===== src/twdl_rom.hex =====
// quarter-wave cosine table, cos(2*pi*i/256) for i from 0 to 64
// one Q2.14 word per line with 4000 as one
4000
3FFB
3FEC
3FD4
3FB1
3F85
3F4F
3F0F
3EC5
3E72
3E15
3DAF
3D3F
3CC5
3C42
3BB6
3B21
3A82
39DB
392B
3871
37B0
36E5
3612
3537
3453
3368
3274
3179
3076
2F6C
2E5A
2D41
2C21
2AFB
29CE
289A
2760
2620
24DA
238E
223D
20E7
1F8C
1E2B
1CC6
1B5D
19EF
187E
1709
1590
1413
1294
1112
0F8D
0E06
0C7C
0AF1
0964
07D6
0646
04B5
0324
0192
0000


===== src/twdl_pkg.sv =====
package twdl_pkg;

	// data path width, signed
	localparam int data_w = 18;
	// twiddle width, Q2.14 so one is 16384
	localparam int tw_w = 16;
	// 256 phase steps per turn
	localparam int phase_w = 8;
	// points per beat, enough for radix 5
	localparam int n_pts = 5;
	// input beat to output beat
	localparam int pipe_lat = 7;
	// accumulator width for rounded products
	localparam int prod_w = 40;

	// one complex data point
	typedef struct packed {
		logic signed [data_w-1:0] re;
		logic signed [data_w-1:0] im;
	} cplx_t;

	// one complex twiddle
	typedef struct packed {
		logic signed [tw_w-1:0] re;
		logic signed [tw_w-1:0] im;
	} tw_t;

	// index k holds point k
	typedef cplx_t [n_pts-1:0] pts_t;
	// index 0 is w1, index 3 is w4
	typedef tw_t [3:0] tws_t;

	// radix 2..5, inverse selects conjugate twiddles
	typedef struct packed {
		logic [2:0] radix;
		logic       inverse;
	} cfg_t;

	// drop 14 fraction bits, round half up via bit 13
	function automatic logic signed [prod_w-15:0] round_q14(input logic signed [prod_w-1:0] v);
		return $signed(v[prod_w-1:14]) + $signed({{(prod_w-15){1'b0}}, v[13]});
	endfunction

endpackage


===== src/twdl_cfg_regs.sv =====
`timescale 1ns/1ps

module twdl_cfg_regs import twdl_pkg::*; (
	input  logic clk,
	input  logic rst_n,
	input  logic cfg_wr,
	input  cfg_t cfg_in,
	output cfg_t cfg,
	output logic cfg_err
);

	logic radix_ok;

	// supported radices only
	always_comb begin
		case (cfg_in.radix)
			3'd2, 3'd3, 3'd4, 3'd5: radix_ok = 1'b1;
			default: radix_ok = 1'b0;
		endcase
	end

	// radix 4 forward out of reset
	always_ff @(posedge clk) begin
		if (!rst_n) begin
			cfg.radix <= 3'd4;
			cfg.inverse <= 1'b0;
			cfg_err <= 1'b0;
		end else if (cfg_wr) begin
			if (radix_ok) begin
				cfg <= cfg_in;
				// good write clears the flag
				cfg_err <= 1'b0;
			end else begin
				// refused, old setting stays
				cfg_err <= 1'b1;
			end
		end
	end

	// sticky until next valid write

endmodule


===== src/twdl_cmult.sv =====
`timescale 1ns/1ps

module twdl_cmult import twdl_pkg::*; #(
	parameter int data_w = twdl_pkg::data_w
) (
	input  logic  clk,
	input  logic  rst_n,
	input  cplx_t x,
	input  tw_t   w,
	output cplx_t y
);

	// data times Q2.14
	localparam int mul_w = data_w + tw_w;

	logic signed [mul_w-1:0]   p_rr;
	logic signed [mul_w-1:0]   p_ii;
	logic signed [mul_w-1:0]   p_ri;
	logic signed [mul_w-1:0]   p_ir;
	logic signed [prod_w-1:0]  acc_re;
	logic signed [prod_w-1:0]  acc_im;
	logic signed [prod_w-15:0] rnd_re;
	logic signed [prod_w-15:0] rnd_im;

	// cycle 1: four partial products
	always_ff @(posedge clk) begin
		p_rr <= x.re * w.re;
		p_ii <= x.im * w.im;
		p_ri <= x.re * w.im;
		p_ir <= x.im * w.re;
	end

	// (a+jb)(c+jd) = (ac-bd) + j(ad+bc)
	assign acc_re = p_rr - p_ii;
	assign acc_im = p_ri + p_ir;
	assign rnd_re = round_q14(acc_re);
	assign rnd_im = round_q14(acc_im);

	// cycle 2: rounded, wrapped to data width
	always_ff @(posedge clk) begin
		if (!rst_n) begin
			y <= '0;
		end else begin
			y.re <= rnd_re[data_w-1:0];
			y.im <= rnd_im[data_w-1:0];
		end
	end

endmodule


===== src/twdl_coeff_gen.sv =====
`timescale 1ns/1ps

module twdl_coeff_gen import twdl_pkg::*; #(
	parameter int phase_w = twdl_pkg::phase_w
) (
	input  logic               clk,
	input  logic               rst_n,
	input  logic [phase_w-1:0] phase,
	output tw_t                w1
);

	// offset inside one quadrant
	localparam int off_w = phase_w - 2;
	// quarter wave incl. both end points
	localparam int tab_n = (1 << off_w) + 1;

	logic signed [tw_w-1:0] rom [tab_n];
	logic [1:0]             quad;
	logic [off_w:0]         addr_cos;
	logic [off_w:0]         addr_sin;
	logic signed [tw_w-1:0] c;
	logic signed [tw_w-1:0] s;

	// cosine 0..pi/2 in Q2.14
	initial $readmemh("/design/src/twdl_rom.hex", rom);

	// cycle 1: quadrant and both table addresses
	always_ff @(posedge clk) begin
		if (!rst_n) begin
			quad <= 2'd0;
			addr_cos <= '0;
			addr_sin <= '0;
		end else begin
			quad <= phase[phase_w-1 -: 2];
			addr_cos <= {1'b0, phase[off_w-1:0]};
			// sin(x) = cos(pi/2 - x)
			addr_sin <= {1'b1, {off_w{1'b0}}} - {1'b0, phase[off_w-1:0]};
		end
	end

	assign c = rom[addr_cos];
	assign s = rom[addr_sin];

	// cycle 2: fold into w1 = cos - j*sin
	always_ff @(posedge clk) begin
		if (!rst_n) begin
			w1 <= '0;
		end else begin
			case (quad)
				2'd0: begin
					w1.re <= c;
					w1.im <= -s;
				end
				// theta = pi/2 + x
				2'd1: begin
					w1.re <= -s;
					w1.im <= -c;
				end
				// theta = pi + x
				2'd2: begin
					w1.re <= -c;
					w1.im <= s;
				end
				// theta = 3pi/2 + x
				default: begin
					w1.re <= s;
					w1.im <= c;
				end
			endcase
		end
	end

endmodule


===== src/twdl_delay.sv =====
`timescale 1ns/1ps

module twdl_delay #(
	parameter type payload_t = logic,
	parameter int  depth = 1
) (
	input  logic     clk,
	input  logic     rst_n,
	input  payload_t d,
	output payload_t q
);

	payload_t sr [depth];

	// plain shift, stage 0 takes the input
	always_ff @(posedge clk) begin
		if (!rst_n) begin
			for (int i = 0; i < depth; i++)
				sr[i] <= '0;
		end else begin
			sr[0] <= d;
			for (int i = 1; i < depth; i++)
				sr[i] <= sr[i-1];
		end
	end

	assign q = sr[depth-1];

endmodule


===== src/twdl_power_pipe.sv =====
`timescale 1ns/1ps

module twdl_power_pipe import twdl_pkg::*; (
	input  logic clk,
	input  logic rst_n,
	input  tw_t  w1,
	input  cfg_t cfg,
	output tws_t tws
);

	// one in Q2.14
	localparam tw_t tw_one = '{re: tw_w'(1 << 14), im: '0};

	// rounded complex product of two twiddles
	function automatic tw_t tw_mul(input tw_t a, input tw_t b);
		logic signed [prod_w-1:0]  acc_re;
		logic signed [prod_w-1:0]  acc_im;
		logic signed [prod_w-15:0] rnd_re;
		logic signed [prod_w-15:0] rnd_im;
		tw_t                       r;
		acc_re = a.re * b.re - a.im * b.im;
		acc_im = a.re * b.im + a.im * b.re;
		rnd_re = round_q14(acc_re);
		rnd_im = round_q14(acc_im);
		// back to Q2.14
		r.re = rnd_re[tw_w-1:0];
		r.im = rnd_im[tw_w-1:0];
		return r;
	endfunction

	tw_t w1_s1;
	tw_t w1_s2;
	tw_t w2_s2;

	// stage 1: conjugate for inverse transform
	always_ff @(posedge clk) begin
		if (!rst_n) begin
			w1_s1 <= '0;
		end else begin
			w1_s1.re <= w1.re;
			w1_s1.im <= cfg.inverse ? -w1.im : w1.im;
		end
	end

	// stage 2: square, w1 carried along
	always_ff @(posedge clk) begin
		if (!rst_n) begin
			w1_s2 <= '0;
			w2_s2 <= '0;
		end else begin
			w1_s2 <= w1_s1;
			// radix 2 has no second power
			if (cfg.radix == 3'd2)
				w2_s2 <= tw_one;
			else
				w2_s2 <= tw_mul(w1_s1, w1_s1);
		end
	end

	// stage 3: cube and fourth power
	// w1, w2 delayed one more so all four line up
	always_ff @(posedge clk) begin
		if (!rst_n) begin
			tws <= '0;
		end else begin
			tws[0] <= w1_s2;
			tws[1] <= w2_s2;
			tws[2] <= tw_mul(w1_s2, w2_s2);
			tws[3] <= tw_mul(w2_s2, w2_s2);
		end
	end

endmodule


===== src/twdl_stage.sv =====
`timescale 1ns/1ps

module twdl_stage import twdl_pkg::*; #(
	parameter int data_w = twdl_pkg::data_w,
	parameter int phase_w = twdl_pkg::phase_w
) (
	input  logic               clk,
	input  logic               rst_n,
	input  logic               in_val,
	input  pts_t               din,
	input  logic [phase_w-1:0] phase,
	input  logic               cfg_wr,
	input  cfg_t               cfg_in,
	output logic               out_val,
	output pts_t               dout,
	output logic               cfg_err
);

	cfg_t                cfg;
	tw_t                 w1;
	tws_t                tws;
	pts_t                din_d;
	cplx_t               p0_d;
	pts_t                lane_y;
	logic [pipe_lat-1:0] val_sr;

	twdl_cfg_regs u_cfg (
		.clk    (clk),
		.rst_n  (rst_n),
		.cfg_wr (cfg_wr),
		.cfg_in (cfg_in),
		.cfg    (cfg),
		.cfg_err(cfg_err)
	);

	// phase to w1, 2 cycles
	twdl_coeff_gen #(.phase_w(phase_w)) u_coeff (
		.clk  (clk),
		.rst_n(rst_n),
		.phase(phase),
		.w1   (w1)
	);

	// w1 to w1..w4, 3 cycles
	twdl_power_pipe u_pow (
		.clk  (clk),
		.rst_n(rst_n),
		.w1   (w1),
		.cfg  (cfg),
		.tws  (tws)
	);

	// points wait 5 cycles for their twiddles
	twdl_delay #(.payload_t(pts_t), .depth(pipe_lat - 2)) u_dly_pts (
		.clk  (clk),
		.rst_n(rst_n),
		.d    (din),
		.q    (din_d)
	);

	// point 0 bypasses the multipliers
	twdl_delay #(.payload_t(cplx_t), .depth(pipe_lat)) u_dly_p0 (
		.clk  (clk),
		.rst_n(rst_n),
		.d    (din[0]),
		.q    (p0_d)
	);

	assign lane_y[0] = p0_d;

	// point k times w1^k
	for (genvar k = 1; k < n_pts; k++) begin : g_lane
		twdl_cmult #(.data_w(data_w)) u_cmult (
			.clk  (clk),
			.rst_n(rst_n),
			.x    (din_d[k]),
			.w    (tws[k-1]),
			.y    (lane_y[k])
		);
	end

	// valid tracks the beat through all stages
	always_ff @(posedge clk) begin
		if (!rst_n)
			val_sr <= '0;
		else
			val_sr <= {val_sr[pipe_lat-2:0], in_val};
	end

	assign out_val = val_sr[pipe_lat-1];

	// lanes at or above radix read zero, idle output too
	always_comb begin
		for (int k = 0; k < n_pts; k++) begin
			if (out_val && k < int'(cfg.radix))
				dout[k] = lane_y[k];
			else
				dout[k] = '0;
		end
	end

endmodule


===== config.mk =====
export PLATFORM = sky130hd
export DESIGN_NAME = twdl_stage
export DESIGN_NICKNAME = d
export VERILOG_FILES = /design/src/twdl_pkg.sv /design/src/twdl_cfg_regs.sv /design/src/twdl_cmult.sv /design/src/twdl_coeff_gen.sv /design/src/twdl_delay.sv /design/src/twdl_power_pipe.sv /design/src/twdl_stage.sv
export SDC_FILE = /design/constraint.sdc
export NUM_CORES = 1
export LEC_CHECK = 0
export ABC_CLOCK_PERIOD_IN_PS = 1600
export BUFFER_PORTS_ARGS = -buffer_cell sky130_fd_sc_hd__buf_2
export CAP_MARGIN = 20
export CORE_MARGIN = 2
export CORE_UTILIZATION = 39
export CTS_BUF_LIST = sky130_fd_sc_hd__clkbuf_4
export CTS_CLUSTER_SIZE = 28
export DETAILED_ROUTE_END_ITERATION = 8
export GPL_TIMING_DRIVEN = 0
export HOLD_SLACK_MARGIN = 0.15
export PLACE_DENSITY = 0.56
export SLEW_MARGIN = 20
export SYNTH_ARGS = -nofsm -noshare
export SYNTH_HDL_FRONTEND = slang
export SYNTH_SLANG_ARGS = --single-unit

===== constraint.sdc =====
create_clock -name clk -period 1.6 [get_ports clk]
set_clock_uncertainty 0.1 [all_clocks]
set_input_delay 0.16 -clock clk [delete_from_list [all_inputs] [get_ports clk]]
set_output_delay 0.16 -clock clk [all_outputs]
set_load 0.02 [all_outputs]

Word-level counts from Yosys, hierarchy flattened --
Memory sizes are Yosys's and may differ from the RTL's. Index checks and enable logic that the tools add are counted. Widths: inputs -> output; s select.
Cells by class: $add $sub $neg 31, multipliers 26, divide/modulo/power cells 0, magnitude comparators 5, equality and inequality tests 7, shift-type cells 0, mux-type cells 24, bitwise gates (word level) 13, reductions and logical operators 9
Operators by type and width (number):
- $mux 180 | 5
- $mul 18x16->32 | 16
- $mux 36 | 12
- $mul 16x16->30 | 10
- $add 18x2->18 | 8
- $add 32x32->32 | 4
- $sub 32x32->32 | 4
- $add 16x2->16 | 6
- $pmux 32 s3 | 1
- $add 30x30->30 | 3
- $sub 30x30->30 | 3
- $neg 16->16 const A | 2
- $mux 31 | 1
- $mux 16 | 1
- $neg 16->16 | 1
- $or 1x1->1 | 12
- $eq 3x2->1 const B | 3
- $eq 3x3->1 const B | 2
- $lt 1x3->1 const A | 2
- $lt 2x3->1 const A | 2
- $logic_and 1x1->1 | 5
- $mux 1 | 4
- $reduce_or 4->1 | 1
- $lt 3x3->1 const A | 1
- other kinds (6) | 6
Word-level totals: register bits after elaboration 926, bits in latches 0, memory bits (writable) 1152, memory bits (read-only) 0, input bits 196, output and inout bits 182, memories kept 2
Memory list:
- u_dly_pts.sr | depth 5, bits a word 180, rd ports 5, clocked after memory_dff 0, write ports 5, RTL line twdl_delay.sv:13 | payload_t sr [depth];
- u_dly_p0.sr | depth 7, bits a word 36, rd ports 7, clocked after memory_dff 0, write ports 7, RTL line twdl_delay.sv:13

Depth between registers and ports, before layout --
Gate-level depths: netlist (run 1).
depth after elaboration 4, mapped depth 5, gate-level depth less buffers 3

Hierarchy --
A second synthesis (run 1) with hierarchy kept.
Second synthesis, totals: cells, all modules 34611, area total of the unflattened synthesis 325279.5 um^2
Modules (own cells, without submodules):
- twdl_cmult (g_lane[2].u_cmult ...) | times used 3, cells an instance 5317, area an instance 48221.2 um^2, sequential area each 3283.1 um^2
- twdl_power_pipe | times used 1, cells an instance 10436, area an instance 97661.2 um^2, sequential area each 4484.3 um^2
- twdl_cmult (g_lane[1].u_cmult) | times used 1, cells an instance 5509, area an instance 49044.5 um^2, sequential area each 3283.1 um^2
- twdl_delay (u_dly_pts) | times used 1, cells an instance 1900, area an instance 25076.6 um^2, sequential area each 18017.3 um^2
- twdl_delay (u_dly_p0) | times used 1, cells an instance 531, area an instance 6877.8 um^2, sequential area each 5044.8 um^2
- twdl_stage | times used 1, cells an instance 227, area an instance 1497.7 um^2, sequential area each 140.1 um^2
- twdl_coeff_gen | times used 1, cells an instance 33, area an instance 244.0 um^2, sequential area each 0.0 um^2
- twdl_cfg_regs | times used 1, cells an instance 24, area an instance 214.0 um^2, sequential area each 100.1 um^2

Least setup slack after synthesis (run 1) --
Ideal clock, no wire load.
kind register to output, start point register val_sr[6], end point output dout[147] (netlist name), data arrival time 1.154 ns, setup slack 0.186 ns, cell stages (with the launch flop) 4, path buffers 1, cell sequence dfxtp_1 -> o211a_1 -> clkbuf_2 -> and2_1
RTL lines:
- start, declared | RTL line twdl_stage.sv:25 | logic [pipe_lat-1:0] val_sr;
- start signal, assigned | RTL line twdl_stage.sv:87 | val_sr <= {val_sr[pipe_lat-2:0], in_val};
- end, declared | RTL line twdl_stage.sv:15 | output pts_t dout,

==> qor.yml, run 1 <==
ys_seq_elements: 769
relSlewSlack_pct: 44.9
clk_pin_slew_ns: 0.06
gp_congestion: 0.742
fp.dieW_um: 242
ir_worst_vdd_mv: 0.623
syn_inst: 1830
cts_tree: "built"
dp_cells: 2880
final_area_mm2: 0.0310
coreArea_mm2: 0.0563
yosys_most_used_dff: "dfxtp_1"
yosys.area_share.simple_pct: 25.4
start_util_pct: 39.3
synth.area.mux_share_pct: 0.0905
layout_min_cycle_time_ns: 2.47
reg2regPathDepth: 3
die_area_mm2: 0.0586
io_pins: 378
hp-start: "u_dly_pts.sr[0][269]"
multiInputGateArea_mm2: 0.00611
grt-ovfl-total: 0
start_kind: "flop"
grt_usage_pct: 16.6
r2r_end: "g_lane[2].u_cmult.p_ir[23]"
maxCapViolCount: 0
synth_compound_area_share_pct: 0.271
crit_buf_inv: 3
pre_cts_ws_ns: -0.429
critical_path_class: "flop to output pin"
critPathMaxFanout: 7
ant_nets: 0
cp_slowest_cell: "dfxtp_4"
hpwlAfterDp_um: 29900
endpoint_kind: "output pin"
fin_ws_ns: -0.872
ys_warn_count: 0
syn_to_final_growth_pct: 40.2
route.vias.total: 13693
outcome: "finished, violations left"
first_global_vias: 14414
crit_path_cell_trace: "o211a_4 -> buf_12 -> buf_8 -> and2_4 -> buf_6"
netlist_area_mm2: 0.0221
mostFrequentLayoutCells: "and2_1 (790), dfxtp_1 (764), dlygate4sd3_1 (338), clkbuf_4 (259), buf_2 (158)"
powerDensity_mw_per_mm2: 1170
synth_fa_ha_area_share_pct: 0
reg2reg_setup_slack_ns: 0.18
drcViolationCount: 0
drt-pass1-iter-count: 4
grt_max_degree: 17
worst-endpoint-required_ns: 1.34
failed_checks: "negative setup slack"
cellLeakagePower_nw: 14.0
rows: 87
whs_path_depth: 1
synth_top_family_by_area: "simple AND/OR/NAND/NOR gates"
clock_sinks: 769
period_share_pct: 154
synth_area_leaders: "dfxtp_1 (70%), and2_1 (23%), buf_4 (2.6%)"
post_route_cells_drive_above_1_share_pct: 26.4
worstMarginPinSlew_ns: 0.827
placed_area_mm2: 0.0244
critPathArrivalTime_ns: 2.21
cts_buffer_depth: 3
clkLatencyLatePin_ns: 0.97
grt_pass1_wl_um: 73300
finalHoldViolations: 0
nNetsFinal: 2862
instances_no_fill: 3549
maxSlewViolCount: 0
ff_latch_area_mm2: 0.0154
postSynth.asyncResetShare_pct: 0
synth.yosys.seq_area_share_pct: 69.6
worstReg2RegStart: "u_pow.tws[126]"
synth_edf_count: 0
fmax_mhz: 405
antenna_found_initial: 3
die_h_um: 242
port_buffers: 223
avgSynthCellArea_um2: 12.1
wl_um: 47400
rsz0062_at_grt: "yes"
path_delay_family: "buffers and inverters"
cts_buffers: 186
setup_violations: 110
layout_commonest_cell: "and2_1"
synth_top_area_share_pct: 69.6
totalPowerFinal_mw: 36.4
holdPathEnd: "u_dly_pts.sr[0][449]"
synth_largest_area_cell: "dfxtp_1"
htree_levels: 4
final.fill_count: 4888
routedWlPerCell_um: 13.4
clock-root-buffer: "clkbuf_4"
hold_path.class: "flop to flop"
synth_cell_types: 24
drtIter0Drc: 264
synthXorXnorAreaFrac_pct: 0.0396
cp_slowest_stage_delay_ns: 0.37
vias_per_cell: 3.86
-- logic make-up (layout without fill, tap and decap cells) --
group,count (synthesis),count (layout)
compound gates,7,8
xor+xnor,1,1
buf+inv,167,1053
flops,769,769
mux,2,2
other cells,1,77
simple gates,883,883
-- worst max path at each step --
| stage | cells past startpoint | from | slack [ns] | endpoint |
|---|---|---|---|---|
| after floorplan | 3 | val_sr[6] | 0.19 | dout[147] |
| after global placement | 4 | u_cfg.cfg[1] | -0.39 | dout[157] |
| after detailed placement | 4 | u_cfg.cfg[1] | -0.43 | dout[157] |
| after CTS | 4 | u_cfg.cfg[1] | -1.02 | dout[10] |
| after global routing | 4 | u_cfg.cfg[3] | -1.03 | dout[24] |
| final | 5 | u_cfg.cfg[2] | -0.87 | dout[145] |
-- metal layers --
| layer | vias up | global-route usage, % | wire length (µm) |
|---|---|---|---|
| met4 | 0 | 6.99 | 1020 |
| met1 | 6207 | 17.0 | 19000 |
| met5 | - | 0 | 0 |
| met3 | 72 | 5.57 | 2070 |
| met2 | 265 | 30.6 | 25300 |
| li1 | 7149 | - | - |
-- what timing repair did --
item | 4_1_cts | 5_1_grt
endpoints found under the setup margin | 179 | 118
buffers inserted | 10 | 4
hold buffers | 338 | 0
gates cloned | 3 | 1
hold endpoints to repair | 697 | 0
resized for setup | 219 | 59
pin swaps | 25 | 16
-- metrics by stage --
| step | TNS, ns | utilization (%) | hold slack, ns |
|---|---|---|---|
| final | -87.10 | 55.1 | 0.281 |
| after global routing | -106.14 | 55.1 | 0.297 |
| after CTS | -103.76 | 54.8 | 0.284 |
| after detailed placement | -13.67 | 43.4 | 0.270 |
| after global placement | -11.01 | 43.4 | 0.269 |
| after floorplan | 0 | - | 0.187 |
-- report_power, final --
part | switching (mW) | internal [mW] | leakage [nW]
combinational | 0.766 | 1.04 | 6.39
clock | 7.04 | 7.89 | 1.34
sequential | 0.0927 | 19.6 | 6.26
total | 7.90 | 28.5 | 14.0
-- worst reg2reg max path, delay by kind of cell, from the launching register on --
family / cells / cell delay, ns
buf+inv: 2 / 0.71
flops: 1 / 0.32
simple gates: 1 / 0.20
-- cell usage after synthesis, drive strengths merged, types with 2 or more instances --
| cell | number |
|---|---|
| a21oi | 3 |
| and2 | 873 |
| buf | 117 |
| clkbuf | 50 |
| dfxtp | 769 |
| mux2i | 2 |
| nand2 | 4 |
| nor2b | 3 |
-- flip-flops by register name, indices dropped and copies added, names as in the netlist, 3 cells and up --
name and count:
val_sr 7, g_lane.u_cmult.p_ir 36, u_dly_pts.sr 360, g_lane.u_cmult.y 72
g_lane.u_cmult.p_rr 36, u_cfg.cfg 3, u_dly_p0.sr 252
-- area by class of cell --
cell class	instances	share of cell area, %
well taps	756	3.05
flip-flops and latches	769	49.7
clock buffers	259	6.27
clock inverters	51	0.924
repair buffers	576	16.9
diodes	5	0.0404
multi-input cells	966	19.7
plain buffers	167	3.39
(Power assumes the default switching activity.)
==> run 2: changes to the inputs <==
ABC_CLOCK_PERIOD_IN_PS = 2200   (was 1600)
PLACE_DENSITY = 0.58   (was 0.56)
SKIP_LAST_GASP = 1   (was not set)
clock period = 2.2 ns   (was 1.6 ns; I/O delays follow)
==> qor.yml, run 2 (synthesis gave the netlist of run 1 again) <==
mostFrequentLayoutCells: "and2_1 (787), dfxtp_1 (765), dlygate4sd3_1 (343), clkbuf_4 (273), buf_2 (207)"
failed_checks: "negative setup slack"
io_pins: 378
final.fill_count: 4841
finalHoldViolations: 0
die_area_mm2: 0.0586
nNetsFinal: 2873
outcome: "finished, violations left"
clkLatencyLatePin_ns: 0.98
start_kind: "flop"
whs_ns: 0.297
rows: 87
layout_commonest_cell: "and2_1"
port_buffers: 223
hpwlAfterDp_um: 30000
ff_latch_area_mm2: 0.0154
clock_sinks: 769
layout_min_cycle_time_ns: 2.56
reg_top3: "u_dly_pts.sr x360, u_dly_p0.sr x252, g_lane.u_cmult.y x72"
tns_ns: -30.75
rsz0062_at_grt: "yes"
largest_register_ffs: 360
clock-root-buffer: "clkbuf_4"
critical_path_class: "flop to output pin"
gp_congestion: 0.756
instances_no_fill: 3568
worst-endpoint-required_ns: 1.88
start_util_pct: 39.3
first_global_vias: 14453
htree_levels: 4
critPathArrivalTime_ns: 2.24
ir_worst_vdd_mv: 0.450
clk_pin_slew_ns: 0.07
cts_tree: "built"
fp.dieW_um: 242
dp_cells: 2880
grt_max_degree: 17
relSlewSlack_pct: 41.0
vias_per_cell: 3.87
grt_usage_pct: 16.7
critPathMaxFanout: 6
post_route_cells_drive_above_1_share_pct: 26.5
worstMarginPinSlew_ns: 0.885
drt-pass1-iter-count: 4
pre_cts_ws_ns: 0.321
hold_path.class: "flop to flop"
drcViolationCount: 0
cts_buffers: 187
regMostFlops: "u_dly_pts.sr"
period_share_pct: 116
wl_um: 48300
maxCapViolCount: 0
fin_ws_ns: -0.359
die_h_um: 242
cellLeakagePower_nw: 14.0
cts_buffer_depth: 3
endpoint_kind: "output pin"
ant_nets: 0
route.vias.total: 13823
routedWlPerCell_um: 13.5
drtIter0Drc: 257
powerDensity_mw_per_mm2: 863
multiInputGateArea_mm2: 0.00610
grt-ovfl-total: 0
antenna_found_initial: 5
fmax_mhz: 391
totalPowerFinal_mw: 26.7
setup_violations: 109
maxSlewViolCount: 0
grt_pass1_wl_um: 74300
coreArea_mm2: 0.0563
syn_to_final_growth_pct: 39.7
run 2: cell types whose count changed in the layout (fill, tap and decap cells not counted), sizes merged:
cell / change
dlygate4sd3: +5
bufinv: -1
clkbuf: +17
clkinvlp: +1
inv: -6
diode: +1
clkinv: +2
run 2: cell type report:
| class | instances | area share [%] |
|---|---|---|
| Clock inverter | 47 | 0.826 |
| Sequential cell | 769 | 49.9 |
| Buffer | 167 | 3.34 |
| Multi-Input combinational cell | 966 | 19.7 |
| Clock buffer | 271 | 6.58 |
| Antenna cell | 6 | 0.0486 |
| Timing Repair Buffer | 586 | 16.5 |
| Tap cell | 756 | 3.06 |
run 2: path summary, 6_finish.rpt:
| kind | from | end | slack (ns) | cells after the start |
|---|---|---|---|---|
| setup / recovery | u_cfg.cfg[1] | dout[85] | -0.36 | 6 |
| hold / removal | g_lane[2].u_cmult.p_rr[16] | g_lane[2].u_cmult.y[20] | 0.30 | 1 |
| setup reg to reg | u_cfg.cfg[3] | u_cfg.cfg[3] | 0.14 | 5 |
| hold reg to reg | g_lane[2].u_cmult.p_rr[16] | g_lane[2].u_cmult.y[20] | 0.30 | 1 |
run 2: power by group:
| part | internal [mW] | switching [mW] | leakage (nW) | total [mW] |
|---|---|---|---|---|
| registers | 14.2 | 0.0694 | 6.26 | 14.3 |
| clock network | 5.85 | 5.18 | 1.36 | 11.0 |
| logic | 0.771 | 0.563 | 6.40 | 1.33 |
| total | 20.8 | 5.82 | 14.0 | 26.7 |
run 2: timing repair:
action | in CTS | in global routing
resized for setup | 113 | 48
cloned | 3 | 3
setup buffers | 14 | 1
hold buffers | 344 | 0
hold endpoints to repair | 697 | 0
setup endpoints to repair | 108 | 110
pin swaps | 10 | 13
run 2: routing by layer:
layer | wire, µm | track usage (%)
met5 | 26 | 0
met4 | 1180 | 7.46
met3 | 2260 | 5.39
met2 | 25700 | 30.5
met1 | 19100 | 17.4
run 2: metrics by stage:
stage / utilization, % / area, µm²
6_report: 54.9 / 30900
5_1_grt: 54.9 / 30900
4_1_cts: 54.5 / 30700
3_5_place_dp: 43.4 / 24400
3_3_place_gp: 43.4 / 24400
2_1_floorplan: - / 22400
run 2: critical path, stage by stage (launching register included):
cell and delay, ns:
dfxtp_4 0.41, a21oi_2 0.08, nor2b_4 0.19, buf_12 0.17, clkbuf_16 0.16, and2_4 0.16
buf_6 0.11
==> run 3: changes to the inputs <==
CORE_UTILIZATION = 52   (was 39)
PLACE_DENSITY = 0.75   (was 0.58)
==> qor.yml, run 3 (synthesis gave the netlist of run 1 again) <==
maxSlewViolCount: 0
dr.max_layer_used: "met4"
die_area_mm2: 0.0442
drcViolationCount: 0
syn_to_final_growth_pct: 37.3
cts_tree: "built"
ant_nets: 0
drt-pass1-iter-count: 4
layout_commonest_cell: "and2_1"
rows: 75
final.fill_count: 2823
ir_worst_vdd_mv: 0.501
holdPathEnd: "u_dly_p0.sr[0][100]"
crit_path_cell_trace: "o31a_4 -> buf_6 -> and2_4 -> buf_2"
fmax_mhz: 412
critical_path_class: "flop to output pin"
die_h_um: 210
clock_sinks: 769
setup_violations: 107
endpoint_kind: "output pin"
routedWlPerCell_um: 14.6
wl_met2_um: 26000
port_buffers: 223
fp.dieW_um: 210
io_pins: 378
finalHoldViolations: 0
start_kind: "flop"
critPathArrivalTime_ns: 2.11
drtIter0Drc: 390
start_util_pct: 52.7
post_route_cells_drive_above_1_share_pct: 26.0
layout_min_cycle_time_ns: 2.43
outcome: "finished, violations left"
wl_um: 48400
failed_checks: "negative setup slack"
clock-root-buffer: "clkbuf_4"
clkLatencyLatePin_ns: 0.84
r2r_end: "u_cfg.cfg[3]"
grt_max_degree: 17
gp_congestion: 0.841
grt_pass1_wl_um: 72200
cts_buffers: 175
wl_met1_um: 18700
powerDensity_mw_per_mm2: 856
hp-start: "u_dly_p0.sr[0][64]"
largest_register_ffs: 360
coreArea_mm2: 0.0419
route.vias.total: 14008
worst-endpoint-required_ns: 1.88
antenna_found_initial: 7
first_global_vias: 14446
worstReg2RegStart: "u_cfg.cfg[3]"
instances_no_fill: 3316
hold_path.class: "flop to flop"
nNetsFinal: 2853
cp_slowest_stage_delay_ns: 0.42
rsz0062_at_grt: "yes"
fin_ws_ns: -0.225
routed-wl-met3_um: 1950
maxCapViolCount: 0
relSlewSlack_pct: 42.7
cp_slowest_cell: "o31a_4"
critPathMaxFanout: 10
reg2regPathDepth: 5
reg_top3: "u_dly_pts.sr x360, u_dly_p0.sr x252, g_lane.u_cmult.y x72"
grt-ovfl-total: 0
htree_levels: 4
worstMarginPinSlew_ns: 0.859
reg2reg_setup_slack_ns: 0.13
dp_cells: 2663
multiInputGateArea_mm2: 0.00612
vias_per_cell: 4.22
totalPowerFinal_mw: 26.0
hpwlAfterDp_um: 28200
regMostFlops: "u_dly_pts.sr"
grt_usage_pct: 21.5
clk_pin_slew_ns: 0.07
mostFrequentLayoutCells: "and2_1 (784), dfxtp_1 (765), dlygate4sd3_1 (337), clkbuf_4 (248), buf_2 (208)"
whs_path_depth: 1
cts_buffer_depth: 3
cellLeakagePower_nw: 13.9
ff_latch_area_mm2: 0.0154
period_share_pct: 110
-- run 3: cell count changes in the layout (fill, tap and decap cells not counted), moves of 2 or more --
cell           before  now
inv_2               2    6
clkbuf_8            1    4
and2_2             20   15
dlygate4sd3_1     343  337
buf_4              90   87
clkinv_1           34   30
and2_1            787  784
clkinv_4            2    0
clkbuf_4          273  248
and2_4             66   74
buf_6              53   50
-- run 3: power by group --
group	switching (mW)	total, mW	internal, mW
clock network	5.00	10.4	5.36
logic	0.570	1.33	0.762
registers	0.0769	14.3	14.2
-- run 3: layer usage --
metal	vias up	global-route usage (%)
li1	7127	-
met4	0	10.5
met1	6432	22.2
met2	328	40.8
met5	-	0
met3	121	4.90
-- run 3: worst max-delay path by stage --
| stage | end | slack [ns] | cells after the start | startpoint |
|---|---|---|---|---|
| final | dout[14] | -0.23 | 4 | u_cfg.cfg[1] |
| after global routing | dout[16] | -0.32 | 4 | u_cfg.cfg[1] |
| after CTS | dout[17] | -0.31 | 4 | u_cfg.cfg[2] |
| after detailed placement | dout[157] | 0.26 | 4 | u_cfg.cfg[1] |
| after global placement | dout[157] | 0.28 | 4 | u_cfg.cfg[1] |
| after floorplan | dout[147] | 0.73 | 3 | val_sr[6] |
-- run 3: through the flow --
stage / util [%] / worst slack (ns) / hold WS [ns] / setup TNS [ns] / cell area (µm²)
finish: 72.4 / -0.225 / 0.286 / -17.99 / 30400
CTS: 71.5 / -0.314 / 0.292 / -25.70 / 30000
global placement: 57.6 / 0.280 / 0.312 / 0 / 24200
global route: 72.4 / -0.320 / 0.293 / -28.91 / 30400
detailed placement: 57.6 / 0.261 / 0.312 / 0 / 24200
floorplan: - / 0.726 / 0.247 / 0 / 22400
-- run 3: layout make-up --
type	instances	share of cell area, %
diodes	5	0.0412
plain buffers	167	3.44
clock buffers	246	6.08
clock inverters	46	0.799
multi-input cells	966	20.2
flip-flops and latches	769	50.7
well taps	539	2.22
repair buffers	578	16.5
-- run 3: timing repair --
| item | in CTS | in global routing |
|---|---|---|
| gates cloned | 5 | 2 |
| pin swaps | 16 | 24 |
| gates resized for setup | 62 | 108 |
| setup endpoints to repair | 108 | 110 |
| hold endpoints to repair | 650 | 0 |
| hold buffers | 339 | 0 |
| buffers inserted | 10 | 2 |
-- run 3: worst max-delay path, delay by kind of cell, from the launching register on --
family	cells	cell delay, ns
DFF	1	0.38
AOI/OAI and AO/OA	1	0.42
buffers and inverters	2	0.32
and+or+nand+nor	1	0.15
